--- src/include/scan_consts.svh ---
/*
 * Global constants for the 48-channel pulse-timing readout.
 * Include in any package or module that needs channel counts,
 * datapath widths or the configuration register location.
 */
`ifndef SCAN_CONSTS_SVH
`define SCAN_CONSTS_SVH

// Channel organisation
`define SCAN_NUM_CHANNELS 48
`define SCAN_GROUP_SIZE   16
`define SCAN_NUM_GROUPS   3

// Datapath widths
`define SCAN_CH_W         6
`define SCAN_WORD_W       32
`define SCAN_ADDR_W       8
`define SCAN_FIELD_W      16

// Configuration register
// bits 5..0 start channel, 13..8 max channel, 16 increment
`define SCAN_CFG_ADDR     8'hC2
`define SCAN_CFG_RESET    32'h00012F00

`endif

--- src/rtl/localBusPkg.sv ---
/*
 * Local bus types. The operation enum is decoded from the
 * single-cycle read and write strobes.
 */
`include "scan_consts.svh"

package localBusPkg;

    typedef logic [`SCAN_WORD_W-1:0] busWord_t;

    typedef enum logic [1:0] {
        BUS_IDLE,
        BUS_READ,
        BUS_WRITE
    } busOp_e;

endpackage

--- src/rtl/scanTypesPkg.sv ---
/*
 * Types shared by the scan datapath: channel numbers, the decoded
 * sequencer configuration, the per-channel result word and the
 * channel measurement states.
 */
`include "scan_consts.svh"

package scanTypesPkg;

    typedef logic [`SCAN_CH_W-1:0] chanNum_t;

    // Decoded fields of the configuration register
    typedef struct packed {
        chanNum_t startChan;
        chanNum_t maxChan;
        logic     incr;
    } scanCfg_t;

    // Width in the upper half, pulse count in the lower half
    typedef struct packed {
        logic [`SCAN_FIELD_W-1:0] lastWidth;
        logic [`SCAN_FIELD_W-1:0] pulseCount;
    } chanResult_t;

    typedef enum logic {
        IDLE_LOW,
        IN_PULSE
    } measState_e;

endpackage

--- src/rtl/localBusIf.sv ---
/*
 * One local-bus access. The master side drives address, write data
 * and strobes; the slave side returns registered read data.
 */
`timescale 1ns/1ns
`include "scan_consts.svh"

interface localBusIf
    import localBusPkg::*;
();

    logic [`SCAN_ADDR_W-1:0] addr;
    busWord_t                wrData;
    logic                    read;
    logic                    write;
    busWord_t                rdData;

    modport master (output addr, output wrData, output read, output write, input rdData);

    modport slave (input addr, input wrData, input read, input write, output rdData);

endinterface

--- src/rtl/scanConfigReg.sv ---
/*
 * Bus-accessible configuration register for the channel sequencer.
 * Writes land on the clock edge of a matching write strobe; reads are
 * registered and hold until the next read strobe. Other addresses
 * read back as zero.
 */
`timescale 1ns/1ns
`include "scan_consts.svh"

module scanConfigReg
    import scanTypesPkg::*;
    import localBusPkg::*;
(
    input  logic      next,
    input  logic      rstN,
    localBusIf.slave  bus,
    output scanCfg_t  cfg
);

    busWord_t cfgReg;
    busOp_e   busOp;
    logic     addrHit;

    assign addrHit = (bus.addr == `SCAN_CFG_ADDR);

    always_comb begin
        if (bus.write) begin
            busOp = BUS_WRITE;
        end else if (bus.read) begin
            busOp = BUS_READ;
        end else begin
            busOp = BUS_IDLE;
        end
    end

    //------------------------------------------------------------
    // Register and read-back
    //------------------------------------------------------------
    always_ff @(posedge next) begin
        if (!rstN) begin
            cfgReg     <= `SCAN_CFG_RESET;
            bus.rdData <= '0;
        end else begin
            case (busOp)
                BUS_WRITE: if (addrHit) cfgReg <= bus.wrData;
                BUS_READ:  bus.rdData <= addrHit ? cfgReg : '0;
                default:   ;
            endcase
        end
    end

    // Field decode for the sequencer
    assign cfg.startChan = cfgReg[5:0];
    assign cfg.maxChan   = cfgReg[13:8];
    assign cfg.incr      = cfgReg[16];

    // Master must never issue both strobes together
    busStrobeExclusive: assert property (
        @(posedge next) disable iff (!rstN) !(bus.read && bus.write)
    );

endmodule

--- src/flat_wrapper.sv ---
// flat-port wrapper written by rule: the top's interface ports become plain ports
module scanConfigReg_flat import scanTypesPkg::*; import localBusPkg::*;
  (next, rstN, cfg, bus_addr, bus_wrData, bus_read, bus_write, bus_rdData);
  localBusIf bus_i ();
  input  logic next;
  input  logic rstN;
  output scanCfg_t cfg;
  input wire logic [$bits(bus_i.addr)-1:0] bus_addr;
  input wire logic [$bits(bus_i.wrData)-1:0] bus_wrData;
  input wire logic [$bits(bus_i.read)-1:0] bus_read;
  input wire logic [$bits(bus_i.write)-1:0] bus_write;
  output wire logic [$bits(bus_i.rdData)-1:0] bus_rdData;
  assign bus_i.addr = bus_addr;
  assign bus_i.wrData = bus_wrData;
  assign bus_i.read = bus_read;
  assign bus_i.write = bus_write;
  assign bus_rdData = bus_i.rdData;
  scanConfigReg u_core (.next(next), .rstN(rstN), .bus(bus_i), .cfg(cfg));
endmodule
--- config.mk ---
export PLATFORM = sky130hd
export DESIGN_NAME = scanConfigReg_flat
export DESIGN_NICKNAME = d
export VERILOG_FILES = /design/src/rtl/localBusPkg.sv /design/src/rtl/scanTypesPkg.sv /design/src/rtl/localBusIf.sv /design/src/rtl/scanConfigReg.sv /design/src/flat_wrapper.sv
export VERILOG_INCLUDE_DIRS = /design/src /design/src/include
export SDC_FILE = /design/constraint.sdc
export NUM_CORES = 1
export LEC_CHECK = 0
export ABC_CLOCK_PERIOD_IN_PS = 3600
export BUFFER_PORTS_ARGS = -buffer_cell sky130_fd_sc_hd__buf_2
export CAP_MARGIN = 10
export CORE_MARGIN = 3
export CORE_UTILIZATION = 54
export CTS_CLUSTER_DIAMETER = 60
export DETAILED_ROUTE_END_ITERATION = 12
export HOLD_SLACK_MARGIN = 0.05
export PLACE_DENSITY = 0.84
export SLEW_MARGIN = 30
export SYNTH_ARGS = -nofsm -noshare
export SYNTH_HDL_FRONTEND = slang
export SYNTH_SLANG_ARGS = --single-unit
--- constraint.sdc ---
create_clock -name next -period 3.6 [get_ports next]
set_input_delay 0.72 -clock next [delete_from_list [all_inputs] [get_ports next]]
set_output_delay 0.72 -clock next [all_outputs]
set_load 0.01 [all_outputs]
### After elaboration in Yosys (flattened, before gate mapping)

Cells that the tools add are included.

* register bits: 64
* output and inout bits: 45
* word-level logic and storage cells: 9

* equal/unequal tests: 3
* multiplexer cells: 3
* reduce and logical (&&, ||, !) cells: 1

Operators by type and width (number)
* 32-bit two-way mux: 1
* 8-bit == test (second input constant): 1
* 2-bit by 1-bit == test with 1-bit output (second input constant): 1
* 2-bit == test (second input constant): 1
* 2-bit two-way mux: 1
* 2-bit AND reduction: 1
* 1-bit two-way mux: 1

### Depth between registers and ports, before layout

Gate-level depths: netlist (run 1).

* depth after elaboration: 4
* depth in mapped cells: 5

### Least setup slack after synthesis (run 1)

No wires, ideal clock.

* path type: input port to flip-flop
* start point: input bus_addr[0]
* end point: register u_core.cfgReg[0]
* library setup time: 0.072 ns
* arrival: 1.614 ns
* data required time: 3.528 ns
* setup slack: 1.914 ns
* stages: 5
* path buffers: 2
* cells stage by stage: nor4b_4 -> and3_1 -> buf_6 -> buf_12 -> mux2i_1

* longest elaborated chain between the ends: 2

Ends and longest elaborated chain
* start, declared: line flat_wrapper.sv:8 `input wire logic [$bits(bus_i.addr)-1:0] bus_addr;`
* 8-bit == test (no source line)
* 2-bit AND reduction (no source line)
* end signal, assigned: line scanConfigReg.sv:41 `` cfgReg <= `SCAN_CFG_RESET; ``
* end signal, assigned: line scanConfigReg.sv:45 `BUS_WRITE: if (addrHit) cfgReg <= bus.wrData;`
* end, declared: line scanConfigReg.sv:20 `busWord_t cfgReg;`

No other way between the ends.
A chain may end at the register's enable or synchronous reset.

### Final worst setup path (run 1)

* start point: input bus_addr[0]
* end point: register u_core.cfgReg[27]

Same word-level chain as after synthesis.

==> impl_metrics.csv, run 1 <==
group,metric,value,unit
die,die_w,77.3,microns
drt,detail-route-antenna-nets,0,
die,die_area,0.00598,sq mm
worst_setup_path,cpMaxStageDelayCell,"and3_2",
layout,final_util,66.6,%
cts,h-tree-depth,3,
die,initial_core_util,57.1,%
sta,slew_violations,0,
sta,fin_skew,6.64,ps
cts,clockBufferDepth,2,
drt,routed-wl-met3,440,microns
worst_setup_path,r2r-start,"u_core.cfgReg[16]",
drt,drc,0,
cts,clock_sinks,64,
worst_setup_path,worstSetupPathType,"in -> reg",
die,io_pins,89,
placement,preCtsSetupSlack,1280,ps
drt,vias,2303,
cts,cts-resized-gates,0,
layout,areaGrowthSynthToFinish,16.7,%
sta,finalSetupViolations,0,
pwr,p_per_area,422,mW/mm^2
worst_setup_path,path_max_fanout,32,
sta,min_period,1960,ps
logic_synthesis,synth_largest_area_cell,"dfxtp_1",
cts,clk_pin_slew,70,ps
worst_setup_path,start_kind,"input pin",
sta,worst_slew_pin_slew,879,ps
logic_synthesis,synth.distinct_cells,18,
drt,wl_met1,2860,microns
logic_synthesis,synth_commonest_cells,"nand2_1 (84), dfxtp_1 (64), nand4_1 (38)",
cts,cts_tree,"yes",
drt,detail_route.iter0.violations,141,
cts,cts_hold_buf,0,
layout,fill_cells,437,
sta,worst_slack,1640,ps
logic_synthesis,synth_warnings,0,
drt,drt_pass1_iterations,4,
flow_run,max_cap_viol_count,0,
die,die_h,77.3,microns
placement,io_buffers,88,
placement,gp_congestion,0.779,
sta,finalCritPeriodShare,54.5,%
sta,final.setup.tns,0,ps
grt,grt_pass1_wl,10500,microns
logic_synthesis,yosysTopAreaCellShare,46.6,%
grt,track_usage,21.9,%
pwr,vdd_drop_max,0.230,mV
die,rows,25,
pwr,power_leakage,0.00136,uW
cts,cts_setup_buffers,0,
logic_synthesis,avgSynthCellArea,9.07,sq um
logic_synthesis,ys.flop_type,"dfxtp_1",
logic_synthesis,synth_edf_count,0,
grt,grt_overflow_total,0,
sta,rsz0062_at_grt,"false",
hold_path,hp-start,"u_core.bus.rdData[13]",
worst_setup_path,reg2reg_slack,2900,ps
drt,wl_per_cell,14.5,microns
grt,grt_pass1_vias,2262,
drt,wl_met2,2910,microns
logic_synthesis,syn-cell-area,0.00275,sq mm
drt,finalWirelength,6340,microns
logic_synthesis,syn_nets,347,
logic_synthesis,synthTopCellsByArea,"dfxtp_1 (47%), nand2_1 (11%), mux2i_1 (9.5%), a21boi_1 (8.7%), nand4_1 (8.6%)",
grt,antenna_found_initial,1,
die,core_area,0.00482,sq mm
sta,max-slew-margin-rel,41.4,%
cts,clock_latency,340,ps
worst_setup_path,critical-path-max-stage-delay,820,ps
layout,finalNetCount,409,
sta,fmax,0.510,GHz
outcome,status,"finished clean",
grt,grt_max_degree,47,
logic_synthesis,yosysMostFrequentCell,"nand2_1",
worst_setup_path,r2r_cells,2,
logic_synthesis,synth-async-reset-ratio,0,%
worst_setup_path,crit_required,3860,ps
placement,dpl.hpwl,4180,microns
drt,dr.max_layer_used,"met5",
hold_path,hp-class,"reg -> reg",
logic_synthesis,ys_seq_area_share,46.6,%
worst_setup_path,crit_arrival,2220,ps
hold_path,hold_depth,2,
layout,seq_area,0.00128,sq mm
hold_path,hold_path_end,"u_core.bus.rdData[13]",
cts,cts_buffers,9,
logic_synthesis,synth_cells,303,
worst_setup_path,crit_chain,"buf_2, nor4b_4, and3_2, mux2i_1",
layout,multiInputGateArea,0.00116,sq mm
layout,drive_gt1_share,30.0,%
cts,clock-root-buffer,"clkbuf_8",
logic_synthesis,synth_seq_cells,64,
drt,avgViaCountPerCell,5.27,
layout,diodes,0,
worst_setup_path,r2r_end,"u_core.bus.rdData[16]",
worst_setup_path,cp-end-kind,"flip-flop",
sta,final_hold_viol_count,0,
-- kinds of logic (layout without fill, tap and decap cells) --
family / Yosys count / count (layout) / synth area share (%)
muxes: 26 / 26 / 9.47
and+or+nand+nor: 127 / 127 / 22.1
AOI/OAI and AO/OA: 38 / 38 / 10.4
buffers and inverters: 48 / 115 / 11.4
DFF: 64 / 64 / 46.6
-- metrics by stage --
stage / instance area [sq um] / cells / power [uW] / hold WS [ps]
2_1_floorplan: 2750 / 303 / 770 / 435
3_3_place_gp: 3020 / 421 / 801 / 434
3_5_place_dp: 3020 / 421 / 801 / 440
4_1_cts: 3210 / 437 / 1370 / 448
5_1_grt: 3210 / 437 / 1400 / 465
6_report: 3210 / 437 / 1350 / 446
-- report_power, final --
part | leakage, uW | internal (uW) | total (uW) | switching, uW
clock network | 0.0000992 | 303 | 569 | 266
registers | 0.000515 | 708 | 709 | 0.375
logic | 0.000740 | 30.5 | 76.6 | 46.0
-- cell usage in the layout (no fill, tap or decap), types with 3 or more instances in the layout --
| master | count |
|---|---|
| clkinv_2 | 3 |
| o211ai_1 | 6 |
| a21boi_1 | 32 |
| inv_1 | 6 |
| nand4_1 | 38 |
| nand2_1 | 84 |
| buf_2 | 88 |
| dfxtp_1 | 64 |
| clkbuf_8 | 12 |
| buf_4 | 5 |
| mux2i_1 | 26 |
-- sequential cells by signal, summed over array words and instances (netlist names) --
register	count
u_core.bus.rdData	32
u_core.cfgReg	32
-- layer usage --
metal / up-vias / global-route usage (%)
met2: 80 / 34.3
met4: 2 / 11.2
met1: 1060 / 27.7
met3: 13 / 5.68
met5: - / 0
li1: 1148 / -
-- worst max-delay path by stage --
stage	end	startpoint	depth (start not counted)
after floorplan	u_core.cfgReg[0]	bus_addr[0]	5
after global placement	u_core.cfgReg[22]	bus_addr[0]	4
after detailed placement	u_core.cfgReg[17]	bus_addr[0]	4
after CTS	u_core.cfgReg[27]	bus_addr[0]	4
after global routing	u_core.cfgReg[27]	bus_addr[0]	4
final	u_core.cfgReg[27]	bus_addr[0]	4
-- layout make-up --
cell class	count	share of cell area, %
Sequential cell	64	40.0
Multi-Input combinational cell	191	36.1
Timing Repair Buffer	93	14.9
Clock buffer	13	5.27
Tap cell	67	2.61
Inverter	6	0.702
Clock inverter	3	0.468
-- worst max-delay path: cells and delay by family --
family                 cells  cell delay, ps
buffers and inverters      1             110
muxes                      1             270
and+or+nand+nor            2            1110
No activity file was read; power rests on OpenSTA's default activity.
==> inputs of run 2 (changes only) <==
- ABC_AREA: default -> 1
- ABC_CLOCK_PERIOD_IN_PS: 3600 -> 1600
- CORE_UTILIZATION: 54 -> 45
- PLACE_DENSITY: 0.84 -> 0.75
- clock period: 3.6 -> 1.6 ns (I/O delays scaled with it)
==> impl_metrics.csv, run 2 <==
group,metric,value,unit
hold_path,hp-class,"in -> reg",
logic_synthesis,yosysTopAreaCellShare,48.1,%
worst_setup_path,path_max_fanout,3,
die,io_pins,89,
drt,avgViaCountPerCell,4.66,
logic_synthesis,synth_largest_area_cell,"dfxtp_1",
drt,wl_per_cell,11.4,microns
layout,areaGrowthSynthToFinish,19.6,%
cts,cts_buffers,9,
die,rows,27,
die,die_area,0.00688,sq mm
layout,diodes,0,
pwr,finalPower,3040,uW
die,initial_core_util,47.5,%
logic_synthesis,synth_commonest_cells,"nand2_1 (80), dfxtp_1 (64), nor2_1 (56)",
sta,final.setup.tns,0,ps
logic_synthesis,avgSynthCellArea,7.32,sq um
logic_synthesis,yosysMostFrequentCell,"nand2_1",
worst_setup_path,critPathTopFamily,"flip-flops",
sta,finalSetupViolations,0,
pwr,vdd_drop_max,0.444,mV
die,die_w,82.9,microns
logic_synthesis,ys.flop_type,"dfxtp_1",
worst_setup_path,cpMaxStageDelayCell,"dfxtp_1",
drt,detail_route.iter0.violations,88,
worst_setup_path,crit_chain,"buf_2",
logic_synthesis,syn-cell-area,0.00266,sq mm
worst_setup_path,crit_arrival,840,ps
sta,min_period,1160,ps
layout,finalNonFillerCells,505,
worst_setup_path,start_kind,"flip-flop",
grt,grt_max_degree,65,
layout,finalNetCount,474,
worst_setup_path,worstSetupPathType,"reg -> out",
drt,finalWirelength,5780,microns
cts,clk_pin_slew,60,ps
sta,rsz0062_at_grt,"false",
cts,cts-resized-gates,0,
drt,drc,0,
worst_setup_path,cp-end-kind,"primary output",
logic_synthesis,synth_edf_count,0,
cts,clock_latency,330,ps
drt,vias,2355,
logic_synthesis,synth_seq_cells,64,
cts,clock_sinks,64,
cts,cts_setup_buffers,0,
layout,drive_gt1_share,27.9,%
drt,drt_pass1_iterations,4,
pwr,p_per_area,953,mW/mm^2
logic_synthesis,synth_warnings,0,
logic_synthesis,synthTopCellsByArea,"dfxtp_1 (48%), nand2_1 (11%), nor2_1 (7.9%), a21oi_1 (6.0%), o21ai_0 (6.0%)",
layout,final_common_cell,"buf_2",
drt,detail-route-antenna-nets,0,
die,die_h,82.9,microns
placement,gp_congestion,0.751,
placement,dp.cells,491,
grt,grt_overflow_total,0,
logic_synthesis,synth-async-reset-ratio,0,%
pwr,power_leakage,0.00161,uW
placement,io_buffers,88,
cts,cts_tree,"yes",
logic_synthesis,syn_nets,408,
cts,h-tree-depth,3,
cts,cts_hold_buf,0,
cts,clock-root-buffer,"clkbuf_8",
worst_setup_path,crit_required,1280,ps
grt,track_usage,17.4,%
sta,slew_violations,0,
sta,worst_slew_pin_slew,251,ps
grt,grt_pass1_vias,2150,
worst_setup_path,critical-path-max-stage-delay,370,ps
logic_synthesis,ys_seq_area_share,48.1,%
sta,fin_skew,7.09,ps
outcome,status,"finished clean",
placement,dpl.hpwl,3690,microns
sta,final_hold_viol_count,0,
layout,largestRegisters,"u_core.bus.rdData (32), u_core.cfgReg (32)",
sta,holdWs,212,ps
sta,max-slew-margin-rel,83.3,%
logic_synthesis,synth_cells,364,
logic_synthesis,synth.distinct_cells,18,
grt,antenna_found_initial,0,
layout,final_cell_mix,"buf_2 (88), nand2_1 (80), dfxtp_1 (64), nor2_1 (56)",
cts,clockBufferDepth,2,
sta,finalCritPeriodShare,72.7,%
worst_setup_path,cp.buffers_inverters,1,
flow_run,max_cap_viol_count,0,
sta,fmax,0.860,GHz
grt,grt_pass1_wl,9930,microns
die,core_area,0.00561,sq mm
run 2: cell types whose count changed after synthesis, sizes merged, moves of 32 or more:
| cell | before | now |
|---|---|---|
| o21ai | 0 | 32 |
| nand4 | 38 | 0 |
| nor2 | 0 | 58 |
| a21oi | 0 | 32 |
| a21boi | 32 | 0 |
run 2: metal layers:
metal  part of all wire (%)  track usage [%]  up-vias
li1                       -                -     1245
met1                     47             22.5     1039
met2                     46             27.6       69
met3                    6.9             6.35        2
met4                   0.33             4.46        0
met5                      0                0        -
run 2: tightest hold or removal path, stage by stage:
cell	delay [ps]
buf_2	70
nor2_1	30
nor2_1	80
run 2: area by class of cell:
cell class	instances	area (sq um)
Clock inverter	1	5.00
Clock buffer	13	149
Multi-Input combinational cell	231	1020
Inverter	32	120
Sequential cell	64	1280
Tap cell	72	90.1
Timing Repair Buffer	92	520
Fill cell	560	2420
run 2: worst paths after layout:
check             slack (ps)  cells after the start                  start                    end
setup / recovery         440                      1       u_core.cfgReg[8]                 cfg[1]
hold / removal           210                      3          bus_wrData[1]       u_core.cfgReg[1]
setup reg to reg         930                      2  u_core.bus.rdData[14]  u_core.bus.rdData[14]
hold reg to reg          460                      2      u_core.cfgReg[14]  u_core.bus.rdData[14]
run 2: kinds of logic (layout without fill, tap and decap cells):
group | count (synthesis) | count (layout) | share of synthesized area, %
AND/OR/NAND/NOR | 167 | 167 | 26.1
buffers and inverters | 69 | 138 | 13.8
flip-flops | 64 | 64 | 48.1
AO/OA/AOI/OAI | 64 | 64 | 12.0
run 2: through the flow:
stage / setup slack, ps / instance area [sq um] / util, %
floorplan: 449 / 2660 / -
global placement: 326 / 3030 / 54.1
detailed placement: 274 / 3030 / 54.1
CTS: 425 / 3190 / 56.8
global route: 389 / 3190 / 56.8
finish: 437 / 3190 / 56.8
run 2: power breakdown:
group / internal, uW / total, uW / switching, uW / leakage (uW)
Sequential: 1640 / 1660 / 22.7 / 0.000521
Clock: 587 / 1140 / 549 / 0.0000794
Combinational: 105 / 239 / 135 / 0.00101
