`config.mk`:
```
export PLATFORM = sky130hd
export DESIGN_NAME = channelSequencer
export DESIGN_NICKNAME = d
export VERILOG_FILES = /design/src/rtl/scanTypesPkg.sv /design/src/rtl/channelSequencer.sv
export VERILOG_INCLUDE_DIRS = /design/src /design/src/include
export SDC_FILE = /design/constraint.sdc
export NUM_CORES = 1
export LEC_CHECK = 0
export BUFFER_PORTS_ARGS = -buffer_cell sky130_fd_sc_hd__buf_4
export CAP_MARGIN = 20
export CORE_AREA = 3 3 40 42
export DETAILED_ROUTE_END_ITERATION = 10
export DIE_AREA = 0 0 43 45
export HOLD_SLACK_MARGIN = 0.12
export PLACE_DENSITY_LB_ADDON = 0.15
export RECOVER_POWER = 50
export SLEW_MARGIN = 30
export SYNTH_ARGS = -nofsm -noshare
export SYNTH_HDL_FRONTEND = slang
export SYNTH_SLANG_ARGS = --single-unit
```
`constraint.sdc`:
```
create_clock -name next -period 3.52 [get_ports next]
set_clock_uncertainty 0.1 [all_clocks]
set_input_delay 0.352 -clock next [delete_from_list [all_inputs] [get_ports next]]
set_output_delay 0.352 -clock next [all_outputs]
set_load 0.01 [all_outputs]
```
`src/include/scan_consts.svh`:
```
/*
 * Global constants for the 48-channel pulse-timing readout.
 * Include in any package or module that needs channel counts,
 * datapath widths or the configuration register location.
 */
`ifndef SCAN_CONSTS_SVH
`define SCAN_CONSTS_SVH

// Channel organisation
`define SCAN_NUM_CHANNELS 48
`define SCAN_GROUP_SIZE   16
`define SCAN_NUM_GROUPS   3

// Datapath widths
`define SCAN_CH_W         6
`define SCAN_WORD_W       32
`define SCAN_ADDR_W       8
`define SCAN_FIELD_W      16

// Configuration register
// bits 5..0 start channel, 13..8 max channel, 16 increment
`define SCAN_CFG_ADDR     8'hC2
`define SCAN_CFG_RESET    32'h00012F00

`endif

```
`src/rtl/scanTypesPkg.sv`:
```
/*
 * Types shared by the scan datapath: channel numbers, the decoded
 * sequencer configuration, the per-channel result word and the
 * channel measurement states.
 */
`include "scan_consts.svh"

package scanTypesPkg;

    typedef logic [`SCAN_CH_W-1:0] chanNum_t;

    // Decoded fields of the configuration register
    typedef struct packed {
        chanNum_t startChan;
        chanNum_t maxChan;
        logic     incr;
    } scanCfg_t;

    // Width in the upper half, pulse count in the lower half
    typedef struct packed {
        logic [`SCAN_FIELD_W-1:0] lastWidth;
        logic [`SCAN_FIELD_W-1:0] pulseCount;
    } chanResult_t;

    typedef enum logic {
        IDLE_LOW,
        IN_PULSE
    } measState_e;

endpackage

```
`src/rtl/channelSequencer.sv`:
```
/*
 * Channel-number counter. Each step strobe either reloads the start
 * channel (when the maximum is reached) or adds the increment bit.
 * With the increment bit clear the channel number holds.
 */
`timescale 1ns/1ns
`include "scan_consts.svh"

module channelSequencer
    import scanTypesPkg::*;
(
    input  logic     next,
    input  logic     rstN,
    input  logic     step,
    input  scanCfg_t cfg,
    output chanNum_t chanNum
);

    always_ff @(posedge next) begin
        if (!rstN) begin
            chanNum <= '0;
        end else if (step) begin
            if (chanNum == cfg.maxChan) begin
                chanNum <= cfg.startChan;
            end else begin
                chanNum <= chanNum + chanNum_t'(cfg.incr);
            end
        end
    end

    // A maximum inside the channel range keeps the scan inside it
    chanInRange: assert property (
        @(posedge next) disable iff (!rstN)
        (cfg.maxChan < `SCAN_NUM_CHANNELS) |-> (chanNum < `SCAN_NUM_CHANNELS)
    );

endmodule

```
== Word level (Yosys, flattened, before mapping) ==
Cells that the tools add are included.

* $add $sub $neg: 1
* Equal/unequal tests: 1
* Mux-type cells: 1

{| class="wikitable"
|+ Operator list
! kind !! number
|-
| 6-bit by 1-bit adder with 6-bit output || 1
|-
| 6-bit == test || 1
|-
| 6-bit 2-to-1 mux || 1
|}

* Bits in registers: 6
* Input port bits: 16

== Depth between registers and ports, before layout ==
Gate-level depths: netlist of run 1.

* Word-level depth: 2
* Depth in mapped cells: 6
* Depth with buffers taken out: 6

== Least setup slack after synthesis of run 1 ==
Ideal clock, no wire load.

* Path type: reg-to-reg
* From: reg chanNum[2]
* To: reg chanNum[2]
* Setup time: 0.058 ns
* Arrival time: 1.466 ns
* Slack: 1.896 ns
* Stages on the path, launching flop included: 5
* Buffers on the path: 0
* Clock period less this slack: 1.624 ns
* Path through: dfxtp_1 -> xor2_1 -> or4_4 -> o32ai_2 -> o21a_1

* Longest elaborated chain between the ends: 2
* Elaborated cells between the ends (all ways): 3

{| class="wikitable"
|+ Ends and longest elaborated chain
! item !! line !! source
|-
| start: declaration || channelSequencer.sv:16 || <nowiki>output chanNum_t chanNum</nowiki>
|-
| start signal: assignment || channelSequencer.sv:24 || <nowiki>chanNum <= cfg.startChan;</nowiki>
|-
| start signal: assignment || channelSequencer.sv:26 || <nowiki>chanNum <= chanNum + chanNum_t'(cfg.incr);</nowiki>
|-
| 6-bit by 1-bit adder with 6-bit output / 6-bit == test (equally long branches) || channelSequencer.sv:26, channelSequencer.sv:23 ||
|-
| 6-bit 2-to-1 mux * || channelSequencer.sv:23 || <nowiki>if (chanNum == cfg.maxChan) begin</nowiki>
|}

Mark *: on every way between the ends. The rest lies on a longest branch, timed or not.
A chain may end at the register's enable or synchronous reset.

== Worst setup path in the final report of run 1 ==
* From: reg chanNum[5]
* To: reg chanNum[2]

* Longest elaborated chain between the ends: 2

{| class="wikitable"
|+ Ends and longest elaborated chain
! item !! line
|-
| 6-bit == test || channelSequencer.sv:23
|-
| 6-bit 2-to-1 mux || channelSequencer.sv:23
|}

Every way passes these cells.

==> results.cfg, run 1 <==
[worst_setup_path]
timing.rr.start = chanNum[5]
rrSetupSlack_ps = 1850
crit_required_ps = 3620
crit_type = reg -> reg
critPathLaunchType = flop
r2r_end = chanNum[2]
critical_path_arrival_ps = 1770
reg2regPathDepth = 4
cp-end-kind = flop
crit_path_max_fanout = 5

[sta]
fin_setup_tns_ps = 0
worst_pin_slew_ps = 509.8
rsz0062_at_grt = false
fin_crit_sh_pct = 47.43
fmax_mhz = 599.0
hold_violations = 0
slew_headroom_pct = 65.73
post-route-min-period_ps = 1670
slew_violations = 0
final-setup-viol-count = 0

[clock_network]
clkTransAtPathRegs_ps = 50
clk_path_buf_depth = 2
clk_latency_ps = 250
ctsRootBufferMaster = clkbuf_4
cts_sinks = 6
h-tree-depth = 1
cts_hold_buf = 0
cts_tree = built
cts_buffers = 3
post_cts_resize_count = 0
cts_setup_buffers = 0

[finish]
synthToLayoutAreaGrowth_pct = 34.26
largest_reg_flops = 6
num_antenna_cells = 0
fin_util_pct = 51.51
final_nets = 103
top_register = chanNum
reg.largest.list = chanNum: 6 flops
post_route_cells_drive_above_1_share_pct = 26.51

[synth]
synth_cell_type_count = 26
synthesis.instances = 61
synth_nets = 79
yosysWarnings = 0
synth_seq_cells = 6
ys_seq_area_share_pct = 24.37
netlist_area_um2 = 493.0
syn_avg_cell_area_um2 = 8.082

[power_and_ir_drop]
p_seq_share_pct = 39.9
switching_share_pct = 29.80
power_density_mw_per_mm2 = 285.4
p_int_w = 0.0001326
p_leak_nw = 0.2615
p_comb_share_pct = 24.0
ir_worst_vdd_mv = 0.1471
pwr-share-clk_pct = 36.1
p_switching_w = 0.00005629

[routing]
detail-route-antenna-nets = 0
wl_per_cell_um = 12.67
vias_per_cell = 5.449
drc = 0
drt_iter0_drc = 12
firstDrtPassIters = 4
num_vias = 534
routed_wl_um = 1242

[worst_hold_path]
hp-class = in -> reg
hp-start = cfg[8]
holdPathStages = 3
whs_endpoint = chanNum[1]

[status]
status = complete, no violations

[job]
max-cap-violations = 0

[grt]
grt_usage_pct = 14.90
grt_pass1_wl_um = 2063
grt_pass1_vias = 462
antenna_found_initial = 0
grt_max_degree = 17
grt_overflow = 0

[floorplanning]
initial_core_util_pct = 38.36
rows = 13
fp.dieArea_mm2 = 0.001935
pin_count = 22
die_height_um = 45
core_area_mm2 = 0.001285
die_w_um = 43

[placement]
hpwl_um = 912.2
gp_congestion = 0.8003
port_buffers = 21
-- worst max-delay path: stages (launching register included) --
cell	delay, ps
dfxtp_1	350
xor2_1	200
or4_4	580
o32ai_2	250
o21a_1	130
-- power by group through the flow --
stage,registers (W),logic [W],clock network [W]
2_1_floorplan,0.0000772,0.0000234,0
6_report,0.0000754,0.0000454,0.0000682
5_1_grt,0.0000760,0.0000511,0.0000778
3_3_place_gp,0.0000767,0.0000477,0
3_5_place_dp,0.0000768,0.0000474,0
4_1_cts,0.0000754,0.0000478,0.0000721
-- placed cells by master, fill, tap and decap left out, types with 2 or more instances in the layout --
cell type  count
buf_4         15
clkbuf_1       6
nand2_1        5
a31oi_1        3
clkbuf_4       3
xor2_1         4
o211ai_1       3
nand3b_1       5
ha_1           2
dfxtp_1        6
o21ai_0        4
nand3_1        9
o22ai_1        2
xnor2_1        2
-- cell type report --
cell class / count / area, µm²
timing repair buffer: 21 / 135.1
sequential: 6 / 120.1
tap: 15 / 18.77
multi-input combinational: 52 / 361.6
clock buffer: 3 / 22.52
fill: 145 / 623.1
inverter: 1 / 3.754
-- cells by family (layout without fill, tap and decap cells) --
group                    Yosys count  count (layout)  synth area share [%]
AO/OA/AOI/OAI                     16              16                 23.10
XOR/XNOR                           6               6                 10.66
adder cells (fa/ha/maj)            2               2                 5.075
buffers and inverters              3              25                 2.284
flip-flops                         6               6                 24.37
AND/OR/NAND/NOR                   28              28                 34.52
-- layer usage --
layer | GRT usage, % | vias to the layer above | wire [µm] | share of wire [%]
li1 | - | 280 | - | -
met1 | 17.59 | 228 | 547 | 44
met2 | 21.56 | 24 | 554 | 45
met3 | 8.765 | 2 | 129 | 10
met4 | 7.229 | 0 | 10 | 0.81
met5 | 0 | - | 0 | 0
-- per-stage QoR --
stage / hold WS (ps) / total power (W) / area [µm²] / setup WS (ps) / std cells
floorplan: 418.2 / 0.0001006 / 493.0 / 1896 / 61
global placement: 463.5 / 0.0001244 / 661.9 / 1791 / 95
detailed placement: 476.2 / 0.0001242 / 661.9 / 1773 / 95
CTS: 271.0 / 0.0001953 / 684.4 / 1834 / 98
global route: 273.9 / 0.0002049 / 661.9 / 1737 / 98
finish: 279.9 / 0.0001889 / 661.9 / 1850 / 98
-- synth_stat cells --
cell type / number / area, µm²
a22o_1: 1 / 8.760
a22oi_1: 1 / 7.510
a31oi_1: 3 / 18.77
and2_1: 1 / 6.260
and3_1: 1 / 6.260
and3_2: 1 / 7.510
clkbuf_1: 2 / 7.510
dfxtp_1: 6 / 120.1
ha_1: 2 / 25.02
inv_1: 1 / 3.750
nand2_1: 5 / 18.77
nand3_1: 9 / 45.04
nand3b_1: 5 / 37.54
nand4b_1: 1 / 8.760
nor2_1: 1 / 3.750
nor3_1: 1 / 5.000
nor4_2: 1 / 12.51
o211ai_1: 3 / 22.52
o21a_1: 1 / 7.510
o21ai_0: 4 / 20.02
o22ai_1: 2 / 12.51
o32ai_2: 1 / 16.27
or2b_1: 1 / 7.510
or4_4: 1 / 11.26
xnor2_1: 2 / 17.52
xor2_1: 4 / 35.03
-- worst max path at each step --
stage | start | depth (start not counted) | end | slack [ps]
floorplan | chanNum[2] | 4 | chanNum[2] | 1900
detailed placement | cfg[6] | 5 | chanNum[2] | 1770
finish | chanNum[5] | 4 | chanNum[2] | 1850
global route | chanNum[2] | 4 | chanNum[2] | 1740
CTS | chanNum[2] | 4 | chanNum[2] | 1830
global placement | cfg[6] | 5 | chanNum[2] | 1790
Power figures use the tool's default switching activity.
==> run 2: changes to the inputs <==
clock period = 1.6 ns   (was 3.52 ns; I/O delays follow)
==> run 2 against run 1 <==
Net effect:
- power grew 140%
- setup slack lost 1800 ps
- sequential power grew 120%
- hold slack lost 160 ps
- first-iteration DRC count grew 17%
- critical path type unchanged
- critical endpoint unchanged
- highest routed layer unchanged
==> results.cfg, run 2 (synthesis gave the netlist of run 1 again) <==
[status]
status = complete, no violations

[clock_network]
cts_sinks = 6
clkTransAtPathRegs_ps = 50
cts_buffers = 3
ctsRootBufferMaster = clkbuf_4
h-tree-depth = 1
clk_path_buf_depth = 2
cts_tree = built
clk_latency_ps = 260

[finish]
final_nets = 116
post_route_cells_drive_above_1_share_pct = 42.71
num_antenna_cells = 0
fillers = 123
final_cell_mix = buf_4 (27), nand3_1 (9), nand2_1 (5), nand3b_1 (5), dlygate4sd3_1 (5)
instances_no_fill = 111
largest_reg_flops = 6
reg.largest.list = chanNum: 6 flops
synthToLayoutAreaGrowth_pct = 67.26
top_register = chanNum
final_common_cell = buf_4

[worst_setup_path]
crit_family = simple AND/OR/NAND/NOR gates
cp_cell_sequence = xor2_2, or4_4, o32ai_2, o21a_1
crit_required_ps = 1690
crit_slowest_cell = or4_4
critical_path_arrival_ps = 1680
crit_type = reg -> reg
crit_path_max_fanout = 5
cp_slowest_stage_delay_ps = 530
critPathBufInv = 0
crit_start = chanNum[1]
timing.rr.start = chanNum[1]
critPathLaunchType = flop
cp-end-kind = flop

[worst_hold_path]
hp-start = cfg[11]
hp-class = in -> reg

[grt]
grt_pass1_wl_um = 2525
grt_overflow = 0
grt_pass1_vias = 584
top_usage_layer = met2
gr-usage-met2_pct = 29.64
gr-usage-met1_pct = 20.19
grt_max_degree = 17
grtUsageMet3_pct = 6.773
grt_usage_pct = 17.54
antenna_found_initial = 0

[job]
max-cap-violations = 0

[sta]
fin_crit_sh_pct = 99.72
hold_violations = 0
worst_pin_slew_ps = 304.4
rsz0062_at_grt = true
slew_violations = 0
hold_slack_ps = 118.3
slew_headroom_pct = 79.55
post-route-min-period_ps = 1596
final-setup-viol-count = 0
fmax_mhz = 626.8

[floorplanning]
core_area_mm2 = 0.001285
die_height_um = 45
die_w_um = 43
rows = 13
initial_core_util_pct = 38.36
pin_count = 22
fp.dieArea_mm2 = 0.001935

[placement]
port_buffers = 21
dp_cells = 102
hpwl_um = 1146
gp_congestion = 0.7950

[routing]
drc = 0
vias_per_cell = 5.712
firstDrtPassIters = 5
drt_iter0_drc = 14
routed_wl_um = 1628
wl_per_cell_um = 14.67
detail-route-antenna-nets = 0
num_vias = 634

[power_and_ir_drop]
p_int_w = 0.0003175
power_density_mw_per_mm2 = 551.9
pwr-share-clk_pct = 32.8
ir_worst_vdd_mv = 0.4089
p_leak_nw = 0.3424
p_seq_share_pct = 35.7
p_comb_share_pct = 31.5
p_switching_w = 0.0001376
switching_share_pct = 30.24
## run 2: changes by cell type in the layout (fill, tap and decap cells not counted), sizes merged
cell | before | now
buf | 15 | 27
clkbuf | 9 | 5
dlygate4sd3 | 0 | 5
## run 2: stage by stage
step	cell area, µm²	power (W)	TNS, ps	util, %	worst slack [ps]
floorplan	495.5	0.0002215	0	-	5.817
finish	824.5	0.0004551	0	64.17	4.496
detailed placement	716.9	0.0002867	-35.22	55.79	-35.22
CTS	813.3	0.0004527	0	63.29	6.889
global route	824.5	0.0004804	-47.52	64.17	-41.90
global placement	716.9	0.0002855	0	55.79	13.52
## run 2: layout make-up
class / instances / area [µm²] / share of cell area [%]
multi-input cells: 52 / 395.4 / 47.95
repair buffers: 34 / 260.3 / 31.56
flip-flops and latches: 6 / 123.9 / 15.02
clock buffers: 3 / 22.52 / 2.731
well taps: 15 / 18.77 / 2.276
inverters: 1 / 3.754 / 0.4552
## run 2: per-layer routing
| layer | vias to the layer above | wire length [µm] |
|---|---|---|
| met2 | 34 | 822 |
| met5 | - | 0 |
| li1 | 303 | - |
| met1 | 288 | 635 |
| met4 | 0 | 42 |
| met3 | 9 | 128 |
## run 2: tightest hold or removal path: stages
cell and delay [ps]:
buf_4 110, nand3_1 80, o211ai_1 80
## run 2: worst paths after layout
kind / depth (start not counted) / slack, ps / to
setup / recovery: 4 / 4 / chanNum[2]
hold reg to reg: 3 / 560 / chanNum[5]
setup reg to reg: 4 / 4 / chanNum[2]
hold / removal: 3 / 120 / chanNum[4]
## run 2: what timing repair did
| item | 4_1_cts | 5_1_grt |
|---|---|---|
| setup buffers | 1 | 0 |
| endpoints found under the setup margin | 1 | 6 |
| resized for setup | 3 | 4 |
| hold buffers | 5 | 0 |
| hold endpoints to repair | 4 | 0 |
| gates cloned | 0 | 0 |
| pin swaps | 5 | 0 |
## run 2: power by group through the flow
stage | Sequential [W] | Combinational [W] | Clock [W]
5_1_grt | 0.000163 | 0.000156 | 0.000161
4_1_cts | 0.000161 | 0.000138 | 0.000154
2_1_floorplan | 0.000170 | 0.0000514 | 0
6_report | 0.000163 | 0.000143 | 0.000149
3_3_place_gp | 0.000163 | 0.000122 | 0
3_5_place_dp | 0.000164 | 0.000123 | 0
==> run 3: changes to the inputs <==
GPL_TIMING_DRIVEN = 0   (was unset)
==> run 3 against run 2 <==
Net effect:
- the flow now finishes with violations (setup timing)
- sequential share of layout area rose by 1.1 points
- clock power shrank 3%
- sequential power barely moved
- utilization rose by 0.58 points
- maximum frequency is 0.56% lower
- die area did not move
- via count fell by 7.1%
- largest cell class unchanged
- non-clock buffer count shrank 2
- setup slack worse by 9.0 ps
==> results.cfg, run 3 (synthesis gave the netlist of run 1 again) <==
[floorplanning]
fp.dieArea_mm2 = 0.001935
rows = 13
pin_count = 22
die_w_um = 43
core_area_mm2 = 0.001285
die_height_um = 45
initial_core_util_pct = 38.36

[sta]
slew_headroom_pct = 71.78
slew_violations = 0
fmax_mhz = 623.2
fin_setup_tns_ps = -4.551
worst_pin_slew_ps = 423.2
hold_slack_ps = 190.3
fin_crit_sh_pct = 100.3
post-route-min-period_ps = 1605
hold_violations = 0
timing.final.ws_setup_ps = -4.551
final-setup-viol-count = 1
rsz0062_at_grt = true

[power_and_ir_drop]
power_density_mw_per_mm2 = 536.9
ir_worst_vdd_mv = 0.5467
pwr-share-clk_pct = 32.5
p_seq_share_pct = 36.3
p_switching_w = 0.0001330
p_leak_nw = 0.3366
switching_share_pct = 29.78
p_comb_share_pct = 31.2
p_int_w = 0.0003137

[worst_setup_path]
crit_slowest_cell = or4_4
crit_path_max_fanout = 5
crit_family = simple AND/OR/NAND/NOR gates
r2r_end = chanNum[5]
critPathBufInv = 0
critPathLaunchType = flop
cp-end-kind = flop
crit_required_ps = 1620
crit_type = reg -> reg
rrSetupSlack_ps = -5
timing.rr.start = chanNum[1]
critical_path_arrival_ps = 1630
cp_slowest_stage_delay_ps = 540
cp_cell_sequence = xor2_2, or4_4, o22ai_2, o211ai_1
crit_start = chanNum[1]
reg2regPathDepth = 4

[worst_hold_path]
whs_endpoint = chanNum[2]
holdPathStages = 3
hp-start = step
hp-class = in -> reg

[routing]
num_vias = 589
drc = 0
drt_iter0_drc = 12
firstDrtPassIters = 4
wl_per_cell_um = 12.98
routed_wl_um = 1415
detail-route-antenna-nets = 0
vias_per_cell = 5.404

[finish]
fin_util_pct = 64.75
seq_area_um2 = 133.9
reg.largest.list = chanNum: 6 flops
final_common_cell = buf_4
fillers = 108
final_cell_mix = buf_4 (25), nand3_1 (9), nand2_1 (5), nand3b_1 (5), dlygate4sd3_1 (5)
post_route_cells_drive_above_1_share_pct = 45.74
multi_input_comb_area_um2 = 407.9
synthToLayoutAreaGrowth_pct = 68.78
final_area_um2 = 832.0
instances_no_fill = 109
top_register = chanNum
num_antenna_cells = 0
largest_reg_flops = 6
final_nets = 114

[placement]
dp_cells = 97
placed_cell_area_um2 = 671.9
gp_congestion = 0.8184
hpwl_um = 951.4
port_buffers = 21

[clock_network]
cts_tree = built
cts_buffers = 3
clkTransAtPathRegs_ps = 50
ctsRootBufferMaster = clkbuf_4
cts_sinks = 6
clk_latency_ps = 250
h-tree-depth = 1
clk_path_buf_depth = 2

[grt]
grt_overflow = 0
grt_usage_pct = 15.31
antenna_found_initial = 0
grt_pass1_wl_um = 2152
grt_pass1_vias = 496
grt_max_degree = 11

[job]
max-cap-violations = 0

[status]
violations = setup timing
status = finished with violations
[run 3: cell count changes in the layout (fill, tap and decap cells not counted), moves of 2 or more]
cell     delta
dfxtp_1     -2
dfxtp_4     +3
o22ai_2     +2
o22ai_1     -2
o21ai_0     -2
buf_4       -2
o21ai_1     +2
[run 3: power by group through the flow]
stage	Combinational, W	Clock, W	Sequential (W)
finish	0.000140	0.000145	0.000162
detailed placement	0.000107	0	0.000169
floorplan	0.0000514	0	0.000170
global placement	0.000107	0	0.000169
global route	0.000152	0.000163	0.000164
CTS	0.000128	0.000154	0.000162
[run 3: through the flow]
step / power, W / setup WS, ps
finish: 0.0004467 / -4.551
global route: 0.0004783 / -48.92
CTS: 0.0004443 / 4.767
detailed placement: 0.0002755 / -37.65
global placement: 0.0002758 / -34.51
floorplan: 0.0002215 / 5.817
[run 3: cell type report]
cell class / instances / area share (%)
timing repair buffer: 30 / 28.57
clock buffer: 3 / 2.707
sequential: 6 / 16.09
inverter: 1 / 0.4511
tap: 15 / 2.256
buffer: 2 / 0.9023
multi-input combinational: 52 / 49.02
[run 3: how the worst max path moves through the flow]
| stage | to | slack [ps] | cells after the start |
|---|---|---|---|
| 2_1_floorplan | chanNum[2] | 6 | 4 |
| 3_3_place_gp | chanNum[2] | -30 | 4 |
| 3_5_place_dp | chanNum[2] | -40 | 4 |
| 4_1_cts | chanNum[5] | 5 | 4 |
| 5_1_grt | chanNum[2] | -50 | 4 |
| 6_report | chanNum[5] | -5 | 4 |
[run 3: repair_timing]
action / CTS / global route
pin swaps: 5 / 2
gates cloned: 0 / 0
gates resized for setup: 10 / 5
buffers inserted: 3 / 1
endpoints found under the hold margin: 5 / 0
hold buffers: 5 / 0
endpoints found under the setup margin: 5 / 6
[run 3: routing by layer]
metal | part of all wire, % | GRT usage [%] | vias up
met5 | 0 | 0 | -
met4 | 0.78 | 5.422 | 0
met3 | 7.1 | 7.570 | 2
met2 | 49 | 25.45 | 17
met1 | 43 | 17.07 | 269
li1 | - | - | 301
[run 3: worst min-delay path, stage by stage]
cell,delay [ps]
buf_4,140
o32ai_2,80
o21a_1,130
